===== config.mk =====
export PLATFORM = sky130hd
export DESIGN_NAME = morse_button_input
export DESIGN_NICKNAME = d
export VERILOG_FILES = /design/src/hw/morse_key_pkg.sv /design/src/hw/morse_timing_pkg.sv /design/src/hw/button_sync.sv /design/src/hw/button_debounce.sv /design/src/hw/auto_repeat.sv /design/src/hw/morse_keyer.sv /design/src/hw/morse_button_input.sv
export SDC_FILE = /design/constraint.sdc
export NUM_CORES = 1
export LEC_CHECK = 0
export BUFFER_PORTS_ARGS = -buffer_cell sky130_fd_sc_hd__buf_4
export CORE_ASPECT_RATIO = 0.75
export CORE_MARGIN = 2
export CORE_UTILIZATION = 65
export CTS_BUF_LIST = sky130_fd_sc_hd__clkbuf_8
export DETAILED_ROUTE_END_ITERATION = 10
export PLACE_DENSITY = 0.9
export SYNTH_ARGS = -nofsm -noshare
export SYNTH_HDL_FRONTEND = slang
export SYNTH_SLANG_ARGS = --single-unit

===== constraint.sdc =====
create_clock -name clk -period 2.7 [get_ports clk]
set_clock_uncertainty 0.2 [all_clocks]
set_input_delay 0.27 -clock clk [delete_from_list [all_inputs] [get_ports clk]]
set_output_delay 0.27 -clock clk [all_outputs]
set_load 0.01 [all_outputs]

===== src/hw/morse_key_pkg.sv =====
`default_nettype none

package morse_key_pkg;

    // ------------------------------
    // key packet fields
    // ------------------------------
    typedef logic [2:0] pkt_type_t;   // event class
    typedef logic [7:0] key_code_t;   // symbol within class

    // type field sits above the key code
    typedef logic [$bits(pkt_type_t)+$bits(key_code_t)-1:0] key_packet_t;

    // ------------------------------
    // encodings
    // ------------------------------
    localparam pkt_type_t TYPE_KEY = 3'd1;   // key event

    localparam key_code_t KEY_DOT  = 8'd1;
    localparam key_code_t KEY_DASH = 8'd2;

endpackage

`default_nettype wire


===== src/hw/morse_timing_pkg.sv =====
`default_nettype none

package morse_timing_pkg;

    // durations and thresholds in clk cycles
    typedef logic [31:0] cycle_count_t;

    // ------------------------------
    // button vector layout
    // ------------------------------
    localparam int NUM_BUTTONS = 2;
    localparam int BTN_KEY     = 0;   // dot/dash key
    localparam int BTN_REPEAT  = 1;   // auto dot button

    typedef logic [NUM_BUTTONS-1:0] btn_vec_t;

    // auto repeat FSM
    typedef enum logic [1:0] {
        AR_IDLE,
        AR_DELAY,     // waiting out hold delay
        AR_REPEAT     // emitting dots every interval
    } ar_state_t;

endpackage

`default_nettype wire


===== src/hw/button_sync.sv =====
`timescale 1ns/1ps
`default_nettype none

module button_sync
    import morse_timing_pkg::*;
(
    input  wire      clk,
    input  wire      rst_n,
    input  btn_vec_t btn,
    output btn_vec_t btn_synced
);

    btn_vec_t meta;   // first stage may go metastable

    always_ff @(posedge clk or negedge rst_n) begin
        if (!rst_n) begin
            meta       <= '0;
            btn_synced <= '0;
        end else begin
            meta       <= btn;
            btn_synced <= meta;
        end
    end

endmodule

`default_nettype wire


===== src/hw/button_debounce.sv =====
`timescale 1ns/1ps
`default_nettype none

module button_debounce
    import morse_timing_pkg::*;
#(
    parameter cycle_count_t DEBOUNCE_CYCLES = 32'd50_000
) (
    input  wire  clk,
    input  wire  rst_n,
    input  wire  raw,
    output logic stable
);

    cycle_count_t count;   // cycles raw has disagreed with stable

    // ------------------------------
    // accept new level after a steady run
    // ------------------------------
    always_ff @(posedge clk or negedge rst_n) begin
        if (!rst_n) begin
            stable <= 1'b0;
            count  <= '0;
        end else begin
            if (raw != stable) begin
                if (count >= DEBOUNCE_CYCLES) begin
                    stable <= raw;
                    count  <= '0;
                end else begin
                    count <= count + 1'b1;
                end
            end else begin
                count <= '0;   // bounced back so start over
            end
        end
    end

endmodule

`default_nettype wire


===== src/hw/auto_repeat.sv =====
`timescale 1ns/1ps
`default_nettype none

module auto_repeat
    import morse_timing_pkg::*;
#(
    parameter cycle_count_t AUTOREPEAT_DELAY_CYCLES    = 32'd5_000_000,
    parameter cycle_count_t AUTOREPEAT_INTERVAL_CYCLES = 32'd1_000_000
) (
    input  wire  clk,
    input  wire  rst_n,
    input  wire  held,
    output logic auto_dot_pulse
);

    ar_state_t    state;
    cycle_count_t count;
    logic         held_prev;
    logic         held_rise;

    assign held_rise = held && !held_prev;

    // ------------------------------
    // hold delay then periodic dots
    // ------------------------------
    always_ff @(posedge clk or negedge rst_n) begin
        if (!rst_n) begin
            state          <= AR_IDLE;
            count          <= '0;
            held_prev      <= 1'b0;
            auto_dot_pulse <= 1'b0;
        end else begin
            held_prev      <= held;
            auto_dot_pulse <= 1'b0;

            case (state)
                AR_IDLE: begin
                    if (held_rise) begin
                        state <= AR_DELAY;
                        count <= '0;
                    end
                end

                AR_DELAY: begin
                    if (!held) begin
                        state <= AR_IDLE;   // released before first dot
                    end else if (count >= AUTOREPEAT_DELAY_CYCLES) begin
                        auto_dot_pulse <= 1'b1;
                        state          <= AR_REPEAT;
                        count          <= '0;
                    end else begin
                        count <= count + 1'b1;
                    end
                end

                AR_REPEAT: begin
                    if (!held) begin
                        state <= AR_IDLE;
                    end else if (count >= AUTOREPEAT_INTERVAL_CYCLES) begin
                        auto_dot_pulse <= 1'b1;
                        count          <= '0;
                    end else begin
                        count <= count + 1'b1;
                    end
                end

                default: state <= AR_IDLE;
            endcase
        end
    end

endmodule

`default_nettype wire


===== src/hw/morse_keyer.sv =====
`timescale 1ns/1ps
`default_nettype none

module morse_keyer
    import morse_timing_pkg::*;
    import morse_key_pkg::*;
#(
    parameter cycle_count_t DEBOUNCE_CYCLES            = 32'd50_000,
    parameter cycle_count_t LONG_PRESS_CYCLES          = 32'd2_500_000,
    parameter cycle_count_t AUTOREPEAT_DELAY_CYCLES    = 32'd5_000_000,
    parameter cycle_count_t AUTOREPEAT_INTERVAL_CYCLES = 32'd1_000_000
) (
    input  wire         clk,
    input  wire         rst_n,
    input  wire         key_level,
    input  wire         repeat_level,
    output logic        dot_pulse,
    output logic        dash_pulse,
    output logic        auto_dot_pulse,
    output logic        key_valid,
    output key_packet_t key_packet
);

    logic         key_prev;
    logic         key_rise;
    logic         key_fall;
    cycle_count_t press_len;   // saturating

    assign key_rise = key_level && !key_prev;
    assign key_fall = !key_level && key_prev;

    // ------------------------------
    // press length and classification
    // ------------------------------
    always_ff @(posedge clk or negedge rst_n) begin
        if (!rst_n) begin
            key_prev   <= 1'b0;
            press_len  <= '0;
            dot_pulse  <= 1'b0;
            dash_pulse <= 1'b0;
        end else begin
            key_prev   <= key_level;
            dot_pulse  <= 1'b0;
            dash_pulse <= 1'b0;

            if (key_rise) begin
                press_len <= '0;
            end else if (key_level && press_len != '1) begin
                press_len <= press_len + 1'b1;
            end

            // short presses below debounce time are dropped
            if (key_fall) begin
                if (press_len >= LONG_PRESS_CYCLES) begin
                    dash_pulse <= 1'b1;
                end else if (press_len > DEBOUNCE_CYCLES) begin
                    dot_pulse <= 1'b1;
                end
            end
        end
    end

    auto_repeat #(
        .AUTOREPEAT_DELAY_CYCLES    (AUTOREPEAT_DELAY_CYCLES),
        .AUTOREPEAT_INTERVAL_CYCLES (AUTOREPEAT_INTERVAL_CYCLES)
    ) u_auto_repeat (
        .clk            (clk),
        .rst_n          (rst_n),
        .held           (repeat_level),
        .auto_dot_pulse (auto_dot_pulse)
    );

    // ------------------------------
    // packet builder
    // ------------------------------
    always_ff @(posedge clk or negedge rst_n) begin
        if (!rst_n) begin
            key_valid  <= 1'b0;
            key_packet <= '0;
        end else begin
            key_valid <= 1'b0;
            if (dash_pulse) begin   // dash wins a tie
                key_valid  <= 1'b1;
                key_packet <= {TYPE_KEY, KEY_DASH};
            end else if (dot_pulse || auto_dot_pulse) begin
                key_valid  <= 1'b1;
                key_packet <= {TYPE_KEY, KEY_DOT};
            end
        end
    end

endmodule

`default_nettype wire


===== src/hw/morse_button_input.sv =====
`timescale 1ns/1ps
`default_nettype none

module morse_button_input
    import morse_timing_pkg::*;
    import morse_key_pkg::*;
#(
    parameter cycle_count_t DEBOUNCE_CYCLES            = 32'd50_000,
    parameter cycle_count_t LONG_PRESS_CYCLES          = 32'd2_500_000,
    parameter cycle_count_t AUTOREPEAT_DELAY_CYCLES    = 32'd5_000_000,
    parameter cycle_count_t AUTOREPEAT_INTERVAL_CYCLES = 32'd1_000_000
) (
    input  wire         clk,
    input  wire         rst_n,
    input  btn_vec_t    btn,
    output key_packet_t key_packet,
    output logic        key_valid,
    output logic        dot_pulse,
    output logic        dash_pulse,
    output logic        auto_dot_pulse,
    output logic        key_held
);

    btn_vec_t btn_synced;
    btn_vec_t btn_stable;

    button_sync u_sync (
        .clk        (clk),
        .rst_n      (rst_n),
        .btn        (btn),
        .btn_synced (btn_synced)
    );

    // one debouncer per button
    for (genvar i = 0; i < NUM_BUTTONS; i++) begin : g_debounce
        button_debounce #(
            .DEBOUNCE_CYCLES (DEBOUNCE_CYCLES)
        ) u_debounce (
            .clk    (clk),
            .rst_n  (rst_n),
            .raw    (btn_synced[i]),
            .stable (btn_stable[i])
        );
    end

    morse_keyer #(
        .DEBOUNCE_CYCLES            (DEBOUNCE_CYCLES),
        .LONG_PRESS_CYCLES          (LONG_PRESS_CYCLES),
        .AUTOREPEAT_DELAY_CYCLES    (AUTOREPEAT_DELAY_CYCLES),
        .AUTOREPEAT_INTERVAL_CYCLES (AUTOREPEAT_INTERVAL_CYCLES)
    ) u_keyer (
        .clk            (clk),
        .rst_n          (rst_n),
        .key_level      (btn_stable[BTN_KEY]),
        .repeat_level   (btn_stable[BTN_REPEAT]),
        .dot_pulse      (dot_pulse),
        .dash_pulse     (dash_pulse),
        .auto_dot_pulse (auto_dot_pulse),
        .key_valid      (key_valid),
        .key_packet     (key_packet)
    );

    assign key_held = btn_stable[BTN_KEY];   // debounced key level

endmodule

`default_nettype wire


## Word level (Yosys, flattened, before mapping)

Index checks and enable logic that the tools add are counted.

- Flip-flop bits (word level): 153
- Bits of input ports: 4
- Output and inout bits: 16
- Logic and storage cells: 83

- Add/subtract/negate cells: 4
- Order comparisons: 6
- Eq/ne operators: 10
- Muxes and demuxes: 31
- Reduce and logical (&&, ||, !) cells: 16

Operator list:

| kind | number |
|---|---|
| $mux W32 | 11 |
| $add A32 B1 Y32 const B | 4 |
| $pmux W32 S3 | 1 |
| $ge A32 B16 Y1 const B | 2 |
| $ge A32 B20 Y1 const B | 1 |
| $ge A32 B22 Y1 const B | 1 |
| $ge A32 B23 Y1 const B | 1 |
| $gt A32 B16 Y1 const B | 1 |
| $ne A32 B32 Y1 const B | 1 |
| $mux W11 | 2 |
| $mux W1 | 11 |
| $mux W2 | 4 |
| $ne A2 B2 Y1 const B | 4 |
| $pmux W2 S3 | 1 |
| $logic_and A1 B1 Y1 | 4 |
| $reduce_and A2 Y1 | 2 |
| $reduce_and A4 Y1 | 1 |
| $reduce_bool A2 Y1 | 2 |
| $logic_not A1 Y1 | 3 |
| $ne A3 B3 Y1 const B | 1 |
| $reduce_and A3 Y1 | 1 |
| $reduce_bool A3 Y1 | 1 |
| $eq A2 B1 Y1 const B | 1 |
| $eq A2 B2 Y1 const B | 1 |
| other kinds (4) | 5 |

## Longest topological paths before layout

- Depth in word-level cells: 4
- Gate-level depth with buffers: 8
- Gate-level depth less buffers: 8

## Hierarchy

A second synthesis with hierarchy kept.

- Cells, all modules: 713
- Area total of the unflattened synthesis: 7,098.1 um2

By module, submodules not included:

| module | instances | cells each | area an instance (um2) | seq. area each (um2) |
|---|---|---|---|---|
| button_debounce | 2 | 108 | 1,277.5 | 825.8 |
| morse_keyer | 1 | 265 | 2,331.0 | 975.9 |
| auto_repeat | 1 | 228 | 2,112.0 | 900.9 |
| button_sync | 1 | 4 | 100.1 | 100.1 |

## Worst setup path after synthesis

No wires, ideal clock.

- Path type: register to register
- Start point: register u_keyer.press_len[1]
- End point: register u_keyer.press_len[23]
- Library setup time: 0.132 ns
- Data arrival time: 1.871 ns
- Required time: 2.368 ns
- Slack: 0.498 ns
- Cell stages (with the launch flop): 8
- Buffers on the path: 0
- Period minus slack after synthesis: 2.202 ns
- Path through: dfrtp_1 ha_1 nand3_2 or4_4 nor4_4 nor3_1 xnor2_1 nor2_1

- Longest elaborated chain between the ends: 3
- Elaborated cells between the ends (all ways): 6
- Those cells by class: add/sub: 1; eq/ne: 1; mux: 2; reduce/logical: 2

RTL lines:

| item | line | text |
|---|---|---|
| start, declared | morse_keyer.sv:27 | `cycle_count_t press_len;` |
| start signal, assigned | morse_keyer.sv:49 | `press_len <= press_len + 1'b1;` |
| $add A32 B1 Y32 or $ne A32 B32 Y1 (tied branches) | morse_keyer.sv:49, morse_keyer.sv:48 |  |
| $mux W32 or $logic_and A1 B1 Y1 (tied branches) | morse_keyer.sv:48 | `end else if (key_level && press_len != '1) begin` |
| $mux W32 or $reduce_bool A2 Y1 (tied branches) | n/a |  |

Several ways; a longest one is shown, not always the timed one. The select of a mux whose other input is x is not followed.
A chain may end at the register's enable or synchronous reset.

## Worst setup path after layout

- Start point: register u_keyer.press_len[1]
- End point: register u_keyer.press_len[19]

Same word-level chain as after synthesis.

==> out/metrics.yaml <==
firstDrtPassIters: 5
powerDensity_nw_per_um2: 591.9
place_congestion: 0.8978
grt_pass1_vias: 5394
seqPwrFrac_pct: 49.8
p_sw_share_pct: 28.42
p_leak_nw: 3.286
clk_pin_slew_ns: 0.09
cts-root-buf: "clkbuf_8"
grt_max_degree: 75
outcome: "finished clean"
cp_slowest_cell: "or4_4"
finalWirelength_um: 15140
clkSinkCount: 145
path_class: "reg2reg"
fill_cells: 711
min_period_ns: 2.516
htreeDepth: 4
crit_path_max_fanout: 6
start_util_pct: 67.21
synth_edf_count: 0
tns_ns: 0
place_hpwl_um: 10300
fin_util_pct: 74.96
period_share_pct: 93.19
drive_gt1_share_pct: 9.395
num_rows: 32
core_um2: 10330
synth_ff_type: "dfrtp_1"
slowest_delay_ns: 0.59
cp-end-kind: "flop"
antenna_left: 0
switchingPower_w: 0.001303
synthToLayoutAreaGrowth_pct: 11.53
path_cells: "ha_1, nand3_2, or4_4, nor4_4, buf_4, nor3_1, xnor2_1, nor2_1"
netlist_instances: 712
antenna_found_initial: 0
io_pins: 20
grt_pass1_wl_um: 25720
post-cts-setup-buffer-count: 0
max_slew_margin_pct: 54.93
clockBufferDepth: 2
die_x_um: 123.3
hp-class: "in2async"
worstPathRequired_ns: 2.83
port_buffers: 11
p_int_w: 0.003281
timing.fmax_ghz: 0.3975
via_per_inst: 6.069
drc: 0
slew_viol_final: 0
gr-usage-all-layers_pct: 29.16
vdd_drop_max_v: 0.0004865
fin_hold_ws_ns: 0.08781
fin_nets: 779
ys_types: 60
layout_commonest_cell: "dfrtp_1"
tightest_slew_ns: 0.6675
arrival_ns: 2.64
drt-initial-drc-count: 692
final_cell_mix: "145 x dfrtp_1, 73 x nor2_1, 70 x nand2_1, 50 x nand3_1, 40 x conb_1"
finalSetupViolCount: 0
ys_ff_latch: 145
avgSynthCellArea_um2: 9.751
die_area_um2: 11530
max_cap_violations: 0
die_h_um: 93.51
finalHoldViolations: 0
p_comb_share_pct: 11.8
crit_path_start_kind: "flop"
clk_latency_ns: 0.46
numCtsBuffers: 17
syn-cell-area_um2: 6943
rsz0062_at_grt: "false"
tritoncts: "done"
clkPwrFrac_pct: 38.4
yosysWarnings: 0
yosysSeqAreaShare_pct: 52.26
routed-via-count: 5541
n_antenna_cell: 0
grt-ovfl-total: 0
avgRoutedWirePerCell_um: 16.58
async_flop_share_pct: 100.0
==> state kept, by name, summed over array words and instances (netlist names), 2 cells and up <==
signal	flops
u_keyer.u_auto_repeat.state	2
g_debounce.u_debounce.count	64
u_keyer.key_packet	3
u_keyer.u_auto_repeat.count	32
u_sync.btn_synced	2
u_keyer.press_len	32
g_debounce.u_debounce.stable	2
u_sync.meta	2
==> worst paths after layout <==
| path | start | endpoint | slack, ns | depth (start not counted) |
|---|---|---|---|---|
| min in group clk | u_sync.meta[0] | u_sync.btn_synced[0] | 0.18 | 0 |
| max | u_keyer.press_len[1] | u_keyer.press_len[19] | 0.18 | 8 |
| max reg2reg | u_keyer.press_len[1] | u_keyer.press_len[19] | 0.18 | 8 |
| max in group asynchronous | rst_n | g_debounce[1].u_debounce.count[20] | 1.47 | 3 |
| min reg2reg | u_sync.meta[0] | u_sync.btn_synced[0] | 0.18 | 0 |
| min | rst_n | u_keyer.dash_pulse | 0.09 | 2 |
==> cells in the mapped netlist, drive strengths merged, types with 8 or more instances <==
cell | n | area share, %
dfrtp | 145 | 52
nor2 | 73 | 3.9
nand2 | 70 | 3.8
nand3 | 53 | 4.1
nor3 | 32 | 2.6
nand4 | 31 | 2.8
inv | 30 | 1.6
xor2 | 26 | 3.3
nor4 | 24 | 2.6
clkbuf | 18 | 0.97
o21ai | 18 | 1.3
xnor2 | 18 | 2.3
buf | 16 | 1.4
a21oi | 15 | 1.1
and2 | 15 | 1.4
a31oi | 13 | 1.2
and3 | 11 | 0.99
ha | 11 | 2.0
or3 | 9 | 0.81
o31ai | 8 | 0.87
==> routing by layer <==
layer  up-vias  GRT usage (%)  routed length [um]
met1      2683          40.05                6580
met4         0          9.186                 206
li1       2594              -                   -
met2       244          44.96                7247
met5         -              0                   0
met3        20          8.537                1106
==> repair_timing <==
action / 4_1_cts / 5_1_grt
hold buffers: 3 / 0
setup endpoints to repair: 0 / 2
resized for setup: 0 / 1
endpoints found under the hold margin: 119 / 0
==> layout make-up <==
cell class | count | area, um2 | area share (%)
clock buffers | 19 | 261.5 | 3.377
well taps | 136 | 170.2 | 2.197
inverters | 30 | 112.6 | 1.454
repair buffers | 28 | 234.0 | 3.021
multi-input cells | 542 | 3189 | 41.19
flip-flops and latches | 145 | 3628 | 46.86
clock inverters | 13 | 147.6 | 1.907
==> critical path: cells and delay by family, from the launching register on <==
kind,cells,cell delay (ns)
simple gates,5,1.14
fa+ha+maj,1,0.26
buf+inv,1,0.22
flops,1,0.42
xor+xnor,1,0.15
==> kinds of logic after synthesis <==
group | synth area share, %
AOI/OAI and AO/OA | 9.660
xor gates and xnor gates | 5.551
adders and majority gates | 1.982
buffers and inverters | 4.037
DFF | 52.26
muxes | 0.6307
other | 0.05401
and+or+nand+nor | 25.82
==> stage by stage <==
stage | worst slack [ns] | instance area (um2) | cells | total power, W
finish | 0.1840 | 7744 | 913 | 0.004584
global route | 0.01796 | 7744 | 913 | 0.004787
CTS | 0.1999 | 7735 | 913 | 0.004598
detailed placement | 0.2134 | 7296 | 878 | 0.002851
global placement | 0.3251 | 7296 | 878 | 0.002813
floorplan | 0.4975 | 7089 | 751 | 0.002682
==> power by group through the flow <==
stage	clock network [W]	logic, W	registers [W]
finish	0.00176	0.000543	0.00228
global route	0.00189	0.000608	0.00229
CTS	0.00178	0.000533	0.00228
detailed placement	0	0.000527	0.00232
global placement	0	0.000498	0.00232
floorplan	0	0.000374	0.00231
Note: power is estimated with default switching activity, not from simulation.
